File: src/include/rv_cfg.svh
`ifndef RV_CFG_SVH
`define RV_CFG_SVH

// integer register and data path width
`define RV_XLEN 64

// architectural registers, x0 included
`define RV_NREGS 32

// width of rs1, rs2 and rd fields
`define RV_REG_AW 5

`endif

File: src/logic/rv_pkg.sv
`include "rv_cfg.svh"

package rv_pkg;

	// major opcodes, instr[6:0]
	typedef enum logic [6:0] {
		OP        = 7'b0110011,
		OP_IMM    = 7'b0010011,
		OP_32     = 7'b0111011,
		OP_IMM_32 = 7'b0011011,
		LUI       = 7'b0110111
	} opcode_e;

	// operations the alu can perform
	typedef enum logic [3:0] {
		ADD    = 4'd0,
		SUB    = 4'd1,
		SLL    = 4'd2,
		SLT    = 4'd3,
		SLTU   = 4'd4,
		XOR    = 4'd5,
		SRL    = 4'd6,
		SRA    = 4'd7,
		OR     = 4'd8,
		AND    = 4'd9,
		MUL    = 4'd10,
		// second operand straight through, for lui
		PASS_B = 4'd11
	} alu_op_e;

	// one decoded instruction
	typedef struct packed {
		alu_op_e                op;
		logic [`RV_REG_AW-1:0]  rd;
		logic [`RV_REG_AW-1:0]  rs1;
		logic [`RV_REG_AW-1:0]  rs2;
		logic [`RV_XLEN-1:0]    imm;
		logic                   use_imm;
		logic                   word;
		logic                   writes;
		logic                   illegal;
	} dec_t;

	// result leaving on the writeback port
	typedef struct packed {
		logic [`RV_REG_AW-1:0]  rd;
		logic [`RV_XLEN-1:0]    value;
		logic                   illegal;
	} wb_t;

endpackage

File: src/logic/rv_pipe_ctrl.sv
`timescale 1ns/1ns
`include "rv_cfg.svh"

module rv_pipe_ctrl (
	input  logic                  clk,
	input  logic                  arst_n,
	input  logic                  in_valid,
	output logic                  in_ready,
	input  rv_pkg::dec_t          dec,
	output logic [`RV_REG_AW-1:0] rs1_addr,
	output logic [`RV_REG_AW-1:0] rs2_addr,
	input  logic [`RV_XLEN-1:0]   rs1_data,
	input  logic [`RV_XLEN-1:0]   rs2_data,
	output rv_pkg::alu_op_e       alu_op,
	output logic [`RV_XLEN-1:0]   alu_a,
	output logic [`RV_XLEN-1:0]   alu_b,
	output logic                  alu_word,
	input  logic [`RV_XLEN-1:0]   alu_result,
	output logic                  wr_en,
	output logic [`RV_REG_AW-1:0] wr_addr,
	output logic [`RV_XLEN-1:0]   wr_data,
	output logic                  out_valid,
	input  logic                  out_ready,
	output rv_pkg::wb_t           out_wb
);
	import rv_pkg::*;

	// stage A: decoded instruction and its operands
	logic                a_valid;
	dec_t                a_dec;
	logic [`RV_XLEN-1:0] a_op1;
	logic [`RV_XLEN-1:0] a_op2;

	// stage B: finished result
	logic                b_valid;
	wb_t                 b_wb;

	logic                a_load;
	logic                b_load;
	logic                a_move;
	logic                fwd1;
	logic                fwd2;
	logic [`RV_XLEN-1:0] op1_next;
	logic [`RV_XLEN-1:0] op2_next;

	assign b_load   = ~b_valid | out_ready;
	assign a_move   = a_valid & b_load;
	assign a_load   = ~a_valid | b_load;
	assign in_ready = a_load;

	assign rs1_addr = dec.rs1;
	assign rs2_addr = dec.rs2;

	// register write on the edge stage A hands over to B
	assign wr_en   = a_move & a_dec.writes & ~a_dec.illegal & (a_dec.rd != '0);
	assign wr_addr = a_dec.rd;
	assign wr_data = alu_result;

	// the leaving result is not in the register file yet
	assign fwd1 = wr_en & (dec.rs1 == a_dec.rd);
	assign fwd2 = wr_en & (dec.rs2 == a_dec.rd);

	assign op1_next = fwd1 ? alu_result : rs1_data;
	assign op2_next = dec.use_imm ? dec.imm : (fwd2 ? alu_result : rs2_data);

	always_ff @(posedge clk or negedge arst_n) begin
		if (!arst_n) begin
			a_valid <= 1'b0;
			b_valid <= 1'b0;
		end else begin
			if (a_load) begin
				a_valid <= in_valid;
			end
			if (b_load) begin
				b_valid <= a_valid;
			end
		end
	end

	always_ff @(posedge clk) begin
		if (a_load && in_valid) begin
			a_dec <= dec;
			a_op1 <= op1_next;
			a_op2 <= op2_next;
		end
		if (a_move) begin
			b_wb.rd      <= a_dec.rd;
			b_wb.value   <= a_dec.illegal ? '0 : alu_result;
			b_wb.illegal <= a_dec.illegal;
		end
	end

	assign alu_op   = a_dec.op;
	assign alu_a    = a_op1;
	assign alu_b    = a_op2;
	assign alu_word = a_dec.word;

	assign out_valid = b_valid;
	assign out_wb    = b_wb;

	// stalled output must hold its result
	a_out_stable: assert property (@(posedge clk) disable iff (!arst_n)
		out_valid && !out_ready |=> out_valid && $stable(out_wb));

	// never x0, and the written value shows up on the port next cycle
	a_write_matches_wb: assert property (@(posedge clk) disable iff (!arst_n)
		wr_en |-> (wr_addr != '0) ##1
		(out_valid && out_wb.rd == $past(wr_addr) && out_wb.value == $past(wr_data)));

endmodule

File: config.mk
export PLATFORM = sky130hd
export DESIGN_NAME = rv_pipe_ctrl
export DESIGN_NICKNAME = d
export VERILOG_FILES = /design/src/logic/rv_pkg.sv /design/src/logic/rv_pipe_ctrl.sv
export VERILOG_INCLUDE_DIRS = /design/src /design/src/include
export SDC_FILE = /design/constraint.sdc
export NUM_CORES = 1
export LEC_CHECK = 0
export ABC_CLOCK_PERIOD_IN_PS = 9900
export BUFFER_PORTS_ARGS = -buffer_cell sky130_fd_sc_hd__buf_2
export CORE_AREA = 2 2 224 226
export CTS_CLUSTER_SIZE = 14
export DETAILED_ROUTE_END_ITERATION = 12
export DIE_AREA = 0 0 226 228
export HOLD_SLACK_MARGIN = 0.1
export MAX_ROUTING_LAYER = met4
export PLACE_DENSITY = 0.55
export SLEW_MARGIN = 20
export SYNTH_ARGS = -nofsm -noshare
export SYNTH_HDL_FRONTEND = slang
export SYNTH_SLANG_ARGS = --single-unit
File: constraint.sdc
create_clock -name clk -period 9.9 [get_ports clk]
set_input_delay 0.495 -clock clk [delete_from_list [all_inputs] [get_ports clk]]
set_output_delay 0.495 -clock clk [all_outputs]
set_load 0.05 [all_outputs]
==> summary by stage <==
Timing
The total setup violations reported at the end of the flow is 0. The number of hold violations in the final report came to 0. In the finished design, the share of the clock period the worst path needs comes to 0.298.

Derived from the worst setup path, the maximum achievable clock frequency is 0.339 GHz. The final period demand of the worst path is 2.95 ns. Setup repair after global routing left no endpoint under its margin. The clock tree skew after final layout is 0.0150 ns. The final count of pins violating max slew is 0. Setup total negative slack on the finished layout was measured at 0 ns. The final worst-path setup slack is 6.95 ns. Headroom to the max-slew limit came out at 0.276. At the pin with the least slew margin, the transition time is 1.09 ns.

GRT
The number of antenna violations at the first check in global routing came to 3. The number of global-route vias before repair came to 7059. The total global routing track utilization is 0.125. The first global-routing pass estimated 46700 µm of wire.

The pin count of the biggest net entering global routing is 66. After global routing the overflow that remains totals 0.

Synth
The most frequently used flop master after synthesis is sky130_fd_sc_hd__edfxtp_1. Synthesis instantiated 24 different standard cells from the library. The mean instance size in the synthesized netlist is 16.8 µm².

The total nets after synthesis is 885. The number of warnings reported in the yosys synthesis log is 0. The synthesized design contains 210 enable-type register cells.

The gate count of the mapped netlist is 602. Counting flops with an async set or reset pin after synthesis yields a share of 0.00943. The post-synthesis cell area is 10100 µm². For this run, the register share of the synthesized area comes to 0.628. Counting flops and latches in the post-synthesis netlist gives 212.

Placement
Input and output buffers added on the ports amount to 567. The worst setup slack before clock tree synthesis is 6.79 ns. The instance area after placement is 13100 µm². The number of placed instances, taps included is 1740. The HPWL reported at the end of detailed placement is 24100 µm.

The final estimated routing congestion in global placement is 0.873.

Setup path
In this run the critical register-to-register path is launched from wr_addr[4]$_DFFE_PP_. The worst setup path is captured at a flip-flop. The critical path goes through xnor2_1 > nand3_1 > nor4_4 > buf_4 > mux2_2 > mux2_2.

The slowest library cell on the worst path is sky130_fd_sc_hd__buf_4. The worst setup slack for register-to-register paths is 6.95 ns. The capture point of the worst reg-to-reg path is alu_b[58]$_DFFE_PP_. The most numerous cell type found on the critical path is sky130_fd_sc_hd__mux2_2. The startpoint class of the critical path is a flip-flop. The maximum fanout along the worst path is 36. The worst register-to-register path has a depth of 6. The worst setup path is of the flip-flop to flip-flop kind. The required time at the worst-slack endpoint is 10.18 ns. At the worst endpoint, the arrival time is 3.23 ns. The delay contributed by the slowest stage of the critical path is 0.67 ns.

Power and ir drop
The part of the total power dissipated in the clock network is 0.339. The share of total power dissipated in sequential elements is 0.438. Summing internal, switching and leakage power gives 0.00248 W. Of the total power, the share spent switching nets is 0.319. The total power density per cell area is 179 nW/µm².

The analysis attributes to net switching a power of 0.000791 W. Of the total power, combinational logic draws 0.223. The maximum VDD drop is 0.103 mV.

The internal portion of total power is 0.00169 W. The leakage power is 5.82 nW.

CTS
After clock tree synthesis, the flow added hold-fix buffers numbering 1. The clock root buffer master is sky130_fd_sc_hd__clkbuf_16. The later pin in the worst-skew pair is clocked with a latency of 0.54 ns. The TritonCTS clock tree is built. The longest clock path from root to sink contains 3 buffers.

The tree built by TritonCTS fans out to 212 sinks. Gates resized during post-CTS repair numbered 0. The number of buffers added for setup after CTS is 0. Clock-pin slew was measured on the worst setup and hold paths at 0.06 ns. CTS built an H-tree with a depth of 1. The TritonCTS buffer count is 25.

Drt
After detailed routing, the average wire length per cell comes to 18.5 µm. For this run, design rule violations remaining after detail routing come to 0. The number of nets with antenna violations after detailed routing is 0. The number of vias per cell after detailed routing is 3.83. The first detailed-routing pass took 5 iterations.

The DRC marker count from the first detailed-route iteration is 361. The total wirelength of the detailed-routed design is 33100 µm. The routed via count is 6853.

Status
The flow ran to the end, and the final reports show no timing, DRC or antenna violations.

Final layout
The number of standard cells in the layout, taps in and fillers out is 1790. The commonest non-fill, non-tap cell in the layout is sky130_fd_sc_hd__buf_2. In the final design database the tool counted 1379 nets. The post-synthesis to final-layout area growth is 36.6%. In the layout the commonest cells are sky130_fd_sc_hd__buf_2 (566), sky130_fd_sc_hd__edfxtp_1 (210), sky130_fd_sc_hd__mux2_2 (141), sky130_fd_sc_hd__nor2b_1 (64), sky130_fd_sc_hd__mux2_4 (51).

Of the cells placed in the final design, the portion with a size suffix greater than 1 is 0.721. The total non-filler cell area in the finished layout is 13800 µm².

Hold path
The cell count of the worst hold path is 1. The path class of the tightest hold or removal check is input port to flip-flop. In this run the most critical hold path is launched from dec[1]. The path with the worst hold slack has its endpoint at a_dec[1]$_DFFE_PP_.

Floorplan
The die span in y is 228 µm. The die span in x is 226 µm. In this run the count of I/O pins placed on the die edge is 568. For this configuration, the core starts out at a cell density of 0.205.

The die covers 51500 µm². After floorplanning, the core was divided into 82 placement rows. The core region is 49300 µm².

Job
Across the run, the number of max-cap violations was 0.
## power groups by stage
stage	Clock, W	Combinational [W]	Sequential [W]
after floorplan	0	0.000190	0.00132
after global placement	0	0.000554	0.00110
after detailed placement	0	0.000557	0.00111
after CTS	0.000871	0.000559	0.00109
after global routing	0.000896	0.000577	0.00109
final	0.000839	0.000552	0.00109
## stage by stage
| step | hold WS [ns] | utilization |
|---|---|---|
| floorplan | 0.199 | - |
| global placement | 0.281 | 0.265 |
| detailed placement | 0.285 | 0.265 |
| CTS | 0.111 | 0.280 |
| global route | 0.121 | 0.280 |
| finish | 0.145 | 0.280 |
## state kept, by name (all words and copies together), names as in the netlist
name and count:
a_dec 2, alu_b 64, alu_word 1, out_wb 70, out_valid 1, alu_op 4, a_valid 1, alu_a 64
wr_addr 5
## cell type report
class | instances | area (µm²)
fill | 5130 | 35500
sequential | 212 | 6360
multi-input combinational | 281 | 2990
timing repair buffer | 576 | 2910
tap | 672 | 841
clock buffer | 36 | 677
clock inverter | 9 | 38.8
antenna | 4 | 10.0
## layer usage
layer  up-vias  GRT usage  part of all wire
li1       3143          -                 -
met1      3355      0.158              0.43
met2       301      0.206              0.49
met3        54     0.0174             0.056
met4         0     0.0401             0.026
met5         -          -                 0
## cells by family (layout without fill, tap and decap cells)
kind of cell | Yosys count | in the layout | share of synthesized area
XOR/XNOR | 10 | 10 | 0.00866
buffers and inverters | 109 | 621 | 0.0779
flip-flops | 212 | 212 | 0.628
multiplexers | 192 | 192 | 0.233
other | 0 | 4 | 0
AND/OR/NAND/NOR | 79 | 79 | 0.0524
## cell usage after synthesis, types with 2 or more instances
master / n / share of area
sky130_fd_sc_hd__edfxtp_1: 210 / 0.62
sky130_fd_sc_hd__mux2_2: 141 / 0.16
sky130_fd_sc_hd__buf_4: 89 / 0.066
sky130_fd_sc_hd__nor2b_1: 64 / 0.040
sky130_fd_sc_hd__mux2_4: 51 / 0.076
sky130_fd_sc_hd__clkbuf_1: 13 / 0.0048
sky130_fd_sc_hd__xnor2_1: 7 / 0.0061
sky130_fd_sc_hd__buf_6: 6 / 0.0067
sky130_fd_sc_hd__xor2_1: 3 / 0.0026
sky130_fd_sc_hd__and2_1: 2 / 0.0012
sky130_fd_sc_hd__dfrtp_1: 2 / 0.0049
sky130_fd_sc_hd__nand2b_1: 2 / 0.0012
## critical path, delay by kind of cell (launching register included)
kind	cells	cell delay, ns
DFF	1	0.50
and+or+nand+nor	2	0.55
muxes	2	0.66
xor gates and xnor gates	1	0.24
buffers and inverters	1	0.67
## how the worst max path moves through the flow
stage | endpoint | from | cells past startpoint | slack, ns
4_1_cts | alu_b[58]$_DFFE_PP_ | wr_addr[1]$_DFFE_PP_ | 6 | 6.93
3_3_place_gp | alu_b[58]$_DFFE_PP_ | out_ready | 7 | 6.87
3_5_place_dp | alu_b[58]$_DFFE_PP_ | out_ready | 7 | 6.79
5_1_grt | alu_b[58]$_DFFE_PP_ | wr_addr[1]$_DFFE_PP_ | 6 | 6.79
2_1_floorplan | a_dec[0]$_DFFE_PP_ | out_valid$_DFFE_PN0P_ | 2 | 4.97
6_report | alu_b[58]$_DFFE_PP_ | wr_addr[4]$_DFFE_PP_ | 6 | 6.95
Power figures use the tool's default switching activity.
