### src/include/rv_cfg.svh
`ifndef RV_CFG_SVH
`define RV_CFG_SVH

// integer register and data path width
`define RV_XLEN 64

// architectural registers, x0 included
`define RV_NREGS 32

// width of rs1, rs2 and rd fields
`define RV_REG_AW 5

`endif

### src/logic/rv_pkg.sv
`include "rv_cfg.svh"

package rv_pkg;

	// major opcodes, instr[6:0]
	typedef enum logic [6:0] {
		OP        = 7'b0110011,
		OP_IMM    = 7'b0010011,
		OP_32     = 7'b0111011,
		OP_IMM_32 = 7'b0011011,
		LUI       = 7'b0110111
	} opcode_e;

	// operations the alu can perform
	typedef enum logic [3:0] {
		ADD    = 4'd0,
		SUB    = 4'd1,
		SLL    = 4'd2,
		SLT    = 4'd3,
		SLTU   = 4'd4,
		XOR    = 4'd5,
		SRL    = 4'd6,
		SRA    = 4'd7,
		OR     = 4'd8,
		AND    = 4'd9,
		MUL    = 4'd10,
		// second operand straight through, for lui
		PASS_B = 4'd11
	} alu_op_e;

	// one decoded instruction
	typedef struct packed {
		alu_op_e                op;
		logic [`RV_REG_AW-1:0]  rd;
		logic [`RV_REG_AW-1:0]  rs1;
		logic [`RV_REG_AW-1:0]  rs2;
		logic [`RV_XLEN-1:0]    imm;
		logic                   use_imm;
		logic                   word;
		logic                   writes;
		logic                   illegal;
	} dec_t;

	// result leaving on the writeback port
	typedef struct packed {
		logic [`RV_REG_AW-1:0]  rd;
		logic [`RV_XLEN-1:0]    value;
		logic                   illegal;
	} wb_t;

endpackage

### src/logic/rv_decoder.sv
`timescale 1ns/1ns
`include "rv_cfg.svh"

module rv_decoder (
	input  logic [31:0]   instr,
	output rv_pkg::dec_t  dec
);
	import rv_pkg::*;

	opcode_e             opcode;
	logic [2:0]          funct3;
	logic [6:0]          funct7;
	logic [`RV_XLEN-1:0] imm_i;
	logic [`RV_XLEN-1:0] imm_u;

	assign opcode = opcode_e'(instr[6:0]);
	assign funct3 = instr[14:12];
	assign funct7 = instr[31:25];

	// sign extended I and U immediates
	assign imm_i = {{(`RV_XLEN-12){instr[31]}}, instr[31:20]};
	assign imm_u = {{(`RV_XLEN-32){instr[31]}}, instr[31:12], 12'b0};

	always_comb begin
		dec         = '0;
		dec.op      = ADD;
		dec.rd      = instr[11:7];
		dec.rs1     = instr[19:15];
		dec.rs2     = instr[24:20];
		dec.imm     = imm_i;
		dec.illegal = 1'b1;
		case (opcode)
			OP: begin
				dec.writes = 1'b1;
				if (funct7 == 7'b0000000) begin
					dec.illegal = 1'b0;
					case (funct3)
						3'b000:  dec.op = ADD;
						3'b001:  dec.op = SLL;
						3'b010:  dec.op = SLT;
						3'b011:  dec.op = SLTU;
						3'b100:  dec.op = XOR;
						3'b101:  dec.op = SRL;
						3'b110:  dec.op = OR;
						default: dec.op = AND;
					endcase
				end else if (funct7 == 7'b0100000 && funct3 == 3'b000) begin
					dec.op      = SUB;
					dec.illegal = 1'b0;
				end else if (funct7 == 7'b0100000 && funct3 == 3'b101) begin
					dec.op      = SRA;
					dec.illegal = 1'b0;
				end else if (funct7 == 7'b0000001 && funct3 == 3'b000) begin
					dec.op      = MUL;
					dec.illegal = 1'b0;
				end else begin
					// mulh, div, rem and unknown funct7
					dec.writes = 1'b0;
				end
			end
			OP_IMM: begin
				dec.writes  = 1'b1;
				dec.use_imm = 1'b1;
				dec.illegal = 1'b0;
				case (funct3)
					3'b000: dec.op = ADD;
					3'b010: dec.op = SLT;
					3'b011: dec.op = SLTU;
					3'b100: dec.op = XOR;
					3'b110: dec.op = OR;
					3'b111: dec.op = AND;
					3'b001: begin
						dec.op = SLL;
						// 6 bit shamt, upper funct6 must be zero
						if (instr[31:26] != 6'b000000) begin
							dec.illegal = 1'b1;
							dec.writes  = 1'b0;
						end
					end
					default: begin
						if (instr[31:26] == 6'b000000) begin
							dec.op = SRL;
						end else if (instr[31:26] == 6'b010000) begin
							dec.op = SRA;
						end else begin
							dec.illegal = 1'b1;
							dec.writes  = 1'b0;
						end
					end
				endcase
			end
			OP_32: begin
				dec.word   = 1'b1;
				dec.writes = 1'b1;
				if (funct3 == 3'b000 && funct7 == 7'b0000000) begin
					dec.op      = ADD;
					dec.illegal = 1'b0;
				end else if (funct3 == 3'b000 && funct7 == 7'b0100000) begin
					dec.op      = SUB;
					dec.illegal = 1'b0;
				end else begin
					dec.writes = 1'b0;
				end
			end
			OP_IMM_32: begin
				dec.word    = 1'b1;
				dec.use_imm = 1'b1;
				dec.writes  = 1'b1;
				// only addiw, so every word shift amount is rejected
				if (funct3 == 3'b000) begin
					dec.op      = ADD;
					dec.illegal = 1'b0;
				end else begin
					dec.writes = 1'b0;
				end
			end
			LUI: begin
				dec.op      = PASS_B;
				dec.imm     = imm_u;
				dec.rs1     = '0;
				dec.rs2     = '0;
				dec.use_imm = 1'b1;
				dec.writes  = 1'b1;
				dec.illegal = 1'b0;
			end
			default: begin
				dec.writes = 1'b0;
			end
		endcase
	end

	// every reject path has to drop the register write
	a_no_illegal_write: assert final (!(dec.illegal && dec.writes));

endmodule

### config.mk
export PLATFORM = sky130hd
export DESIGN_NAME = rv_decoder
export DESIGN_NICKNAME = d
export VERILOG_FILES = /design/src/logic/rv_pkg.sv /design/src/logic/rv_decoder.sv
export VERILOG_INCLUDE_DIRS = /design/src /design/src/include
export SDC_FILE = /design/constraint.sdc
export NUM_CORES = 1
export LEC_CHECK = 0
export ABC_AREA = 1
export BUFFER_PORTS_ARGS = -buffer_cell sky130_fd_sc_hd__buf_2
export CORE_UTILIZATION = 35
export DETAILED_ROUTE_END_ITERATION = 8
export PLACE_DENSITY = 0.83
export SYNTH_ARGS = -nofsm -noshare
export SYNTH_HDL_FRONTEND = slang
export SYNTH_SLANG_ARGS = --single-unit
### constraint.sdc
create_clock -name vclk -period 1.3
set_clock_uncertainty 0.2 [all_clocks]
set_input_delay 0.065 -clock vclk [all_inputs]
set_output_delay 0.065 -clock vclk [all_outputs]
set_load 0.02 [all_outputs]
==> results of run 1 <==
area by class of cell:
cell class         instances  area [um^2]
inverters                 31          136
repair buffers           140         1000
well taps                 31         38.8
multi-input cells        121          801
fillers                  228          801
kinds of logic after synthesis:
family	Yosys count
simple gates	92
buf+inv	79
compound gates	29
final timing paths:
path	start	end	slack (ps)	cells past startpoint
worst max-delay path	instr[6]	dec[27]	-30	8
worst min-delay path	instr[16]	dec[74]	270	4
through the flow:
stage | setup slack [ps] | area (um^2)
after global routing | -79.5 | 1980
after CTS | -3.88 | 1640
after detailed placement | -135 | 1410
final | -30.7 | 1980
after global placement | -92.5 | 1410
after floorplan | -10.9 | 1040
worst max-delay path, delay by kind of cell:
family                 cells  cell delay (ps)
buffers and inverters      4              510
and+or+nand+nor            3              320
AOI/OAI and AO/OA          1              160
Yosys cell counts, types with 2 or more instances:
library cell | n | share of area
o21ai_0 | 16 | 0.077
nor2_1 | 36 | 0.13
inv_1 | 26 | 0.094
inv_2 | 5 | 0.018
buf_6 | 2 | 0.022
nor2_2 | 4 | 0.024
nand3_1 | 15 | 0.072
nand3b_1 | 2 | 0.014
nand2_2 | 2 | 0.012
o211ai_1 | 2 | 0.014
o21ai_1 | 10 | 0.048
nand2_1 | 29 | 0.10
buf_4 | 45 | 0.32
power by group through the flow:
stage / Combinational [mW] / Clock, mW / Sequential (mW)
CTS: 0.560 / 0 / 0
finish: 0.672 / 0 / 0
global placement: 0.486 / 0 / 0
detailed placement: 0.489 / 0 / 0
floorplan: 0.386 / 0 / 0
global route: 0.708 / 0 / 0
metal layers:
layer,part of all wire,GRT usage,up-vias
li1,-,-,765
met1,0.36,0.222,700
met2,0.54,0.387,92
met3,0.072,0.00461,10
met4,0.025,0.00697,0
met5,0,0,-
repair_timing:
action / in CTS / in global routing
gates resized for setup: 53 / 81
hold endpoints to repair: 5 / 0
pin swaps: 16 / 33
hold buffers: 5 / 0
buffers inserted: 2 / 6
setup endpoints to repair: 25 / 27
cloned: 0 / 1
==> impl_metrics.json, run 1 <==
{
  "status": "finished, violations left",
  "violations": "setup timing",
  "cp-start-kind": "primary input",
  "relSlewSlack": 0.817,
  "max-vdd-ir-drop_uv": 300,
  "leakage_nw": 1.10,
  "syn-num-nets": 232,
  "critPathMaxFanout": 14,
  "swShare": 0.599,
  "nClkBuffers": 0,
  "port_buffers": 109,
  "setup_viol": 5,
  "synthCells": 200,
  "final_hold_viol_count": 0,
  "die_y_um": 56.5,
  "seqCellArea_um2": 0,
  "design.seq.count": 0,
  "antenna_found_initial": 0,
  "pwr-share-seq": 0,
  "setup_slack_ps": -30.7,
  "final_util": 0.712,
  "synth_compound_area_frac": 0.148,
  "syn2layout_area_growth_pct": 90.5,
  "wl_um": 3860,
  "fin_nets": 326,
  "netlist_area_um2": 1040,
  "ys_warn_count": 0,
  "tightest_slew_ps": 272,
  "syn_area_per_cell_um2": 5.20,
  "fmax_mhz": 751,
  "grt_max_degree": 34,
  "period_share": 1.02,
  "powerDensity_nw_per_um2": 339,
  "post_drt_via_cell_ratio": 4.85,
  "finalMaxSlewViolations": 0,
  "min_path_type": "primary input to output pin",
  "rsz0062_at_grt": "yes",
  "vias": 1567,
  "synth_fa_ha_area_frac": 0,
  "hold_slack_ps": 266,
  "post-route-min-period_ps": 1330,
  "track_usage": 0.188,
  "grt_pass1_vias": 1236,
  "worstPathCellList": "buf_6 > inv_6 > nand2_4 > nor2_4 > nand2_4 > buf_6 > o21ai_0 > buf_2",
  "final_cell_mix": "buf_2 (81), buf_4 (28), nor2_1 (27)",
  "synth_top_family_by_area": "buffers and inverters",
  "seq_area_frac_synth": 0,
  "drive_above_1_share": 0.664,
  "stdcell_count": 323,
  "die_area_um2": 3190,
  "drc": 0,
  "wire_per_inst_um": 12.0,
  "grt_pass1_wl_um": 5090,
  "crit_type": "primary input to output pin",
  "dp_hpwl_um": 2490,
  "place.gp.congestion": 0.856,
  "cpPeakStageDelay_ps": 190,
  "crit_slowest_cell": "buf_2",
  "cp-end-kind": "output pin",
  "antenna_left": 0,
  "coreArea_um2": 2780,
  "switchingPower_mw": 0.403,
  "die-width_um": 56.5,
  "dr.pass1.iters": 4,
  "cp_data_required_time_ps": 1030,
  "fin_total_pwr_mw": 0.672,
  "clkPwrFrac": 0,
  "synthMuxAreaShare": 0,
  "drt_iter0_drc": 33,
  "grt-ovfl-total": 0,
  "cap_violations": 0,
  "dpl.cell_count": 309,
  "ios": 119,
  "synthXorXnorAreaFrac": 0,
  "start_util": 0.374,
  "setup_tns_ps": -67.5,
  "n_antenna_cell": 0,
  "p_comb_frac": 1.000,
  "fp-row-count": 19,
  "synthSimpleGateAreaFrac": 0.389,
  "power.internal_mw": 0.269,
  "final_common_cell": "buf_2",
  "synth.distinct_cells": 19,
  "arrival_ps": 1070
}
Note: power is estimated with default switching activity, not from simulation.
==> run 2: changes to the inputs <==
Settings changed: CORE_ASPECT_RATIO set to 1.4.
==> run 2 against run 1 <==
Compared with the run above:
- the flow still finishes with violations (setup timing)
- non-clock buffer count is 2 higher
- global-route usage increased by 0.76 points
- total power increased by 19%
- critical path type unchanged
- largest power group unchanged
==> impl_metrics.json, run 2 (same netlist as run 1, synthesis figures left out) <==
{
  "ios": 119,
  "rsz0062_at_grt": "yes",
  "min_path_type": "primary input to output pin",
  "grt-ovfl-total": 0,
  "tightest_slew_ps": 297,
  "n_fill_cell": 169,
  "stdcell_count": 331,
  "vias": 1653,
  "drive_above_1_share": 0.738,
  "hp-start": "instr[27]",
  "max-vdd-ir-drop_uv": 224,
  "placed_area_um2": 1440,
  "coreArea_um2": 2850,
  "final_common_cell": "buf_6",
  "critPathMaxFanout": 7,
  "setup_slack_ps": -55.4,
  "final_hold_viol_count": 0,
  "violations": "setup timing",
  "grt_pass1_vias": 1166,
  "fin_total_pwr_mw": 0.798,
  "wire_per_inst_um": 15.3,
  "wl_um": 5050,
  "die-width_um": 48.1,
  "seqCellArea_um2": 0,
  "relSlewSlack": 0.800,
  "nClkBuffers": 0,
  "start_util": 0.365,
  "n_antenna_cell": 0,
  "die_y_um": 66.5,
  "dr.pass1.iters": 4,
  "cp_data_required_time_ps": 1030,
  "final_cell_mix": "buf_6 (61), buf_2 (55), nor2_4 (21)",
  "antenna_left": 0,
  "setup_viol": 22,
  "arrival_ps": 1090,
  "leakage_nw": 1.21,
  "multiInputGateArea_um2": 922,
  "cap_violations": 0,
  "post-route-min-period_ps": 1360,
  "fin_nets": 328,
  "port_buffers": 109,
  "worstSetupStartpoint": "instr[6]",
  "drc": 0,
  "period_share": 1.04,
  "cp-end-kind": "output pin",
  "track_usage": 0.196,
  "place.gp.congestion": 0.859,
  "grt_max_degree": 35,
  "post_drt_via_cell_ratio": 4.99,
  "final_util": 0.814,
  "cp-start-kind": "primary input",
  "dpl.cell_count": 320,
  "antenna_found_initial": 0,
  "die_area_um2": 3200,
  "finalMaxSlewViolations": 0,
  "drt_iter0_drc": 54,
  "syn2layout_area_growth_pct": 123,
  "status": "finished, violations left",
  "crit_type": "primary input to output pin",
  "grt_pass1_wl_um": 4790,
  "fmax_mhz": 738,
  "design.seq.count": 0,
  "final_cell_area_um2": 2320,
  "dp_hpwl_um": 2580,
  "powerDensity_nw_per_um2": 344,
  "fp-row-count": 23
}
[run 2: cell types whose count changed in the layout (fill, tap and decap cells not counted), moves of 4 or more]
cell / before / now
buf_6: 19 / 61
buf_2: 81 / 55
nor2_1: 27 / 11
buf_4: 28 / 17
nor2_4: 10 / 21
o21ai_2: 6 / 15
o21ai_1: 12 / 6
nand2_1: 14 / 19
nor2_2: 4 / 9
o21ai_0: 9 / 4
nand2_2: 11 / 7
[run 2: metrics by stage]
stage | hold WS [ps] | TNS [ps] | worst slack [ps]
floorplan | 42.6 | -87.2 | -10.9
global placement | -69.9 | -1360 | -155
detailed placement | -69.9 | -1810 | -149
CTS | 269 | -99.6 | -21.2
global route | 316 | -1860 | -92.4
finish | 306 | -354 | -55.4
[run 2: final cells by class]
class / count / share of cell area
repair buffers: 142 / 0.524
multi-input cells: 121 / 0.398
well taps: 37 / 0.0200
inverters: 31 / 0.0588
[run 2: worst paths after layout]
kind,end,depth (start not counted)
hold / removal,dec[11],4
setup / recovery,dec[29],9
[run 2: worst max-delay path: stages]
cell and delay, ps:
buf_8 100, inv_8 50, nand2_4 50, nor2_4 160, nand2_4 140, nand2_4 130
buf_6 140, o21ai_1 80, buf_2 170
[run 2: power breakdown]
group | switching [mW] | total (mW) | internal (mW)
registers | 0 | 0 | 0
logic | 0.454 | 0.798 | 0.344
clock network | 0 | 0 | 0
total | 0.454 | 0.798 | 0.344
[run 2: timing repair]
action	4_1_cts	5_1_grt
endpoints found under the setup margin	48	48
hold endpoints to repair	5	0
gates resized for setup	65	168
hold buffers	5	0
cloned	2	1
setup buffers	0	3
pin swaps	13	25
[run 2: layer usage]
metal	vias up	global-route usage	part of all wire
met5	-	0	0
met4	0	0.0382	0.043
met3	22	0.00542	0.064
met2	113	0.392	0.57
met1	747	0.210	0.32
li1	771	-	-
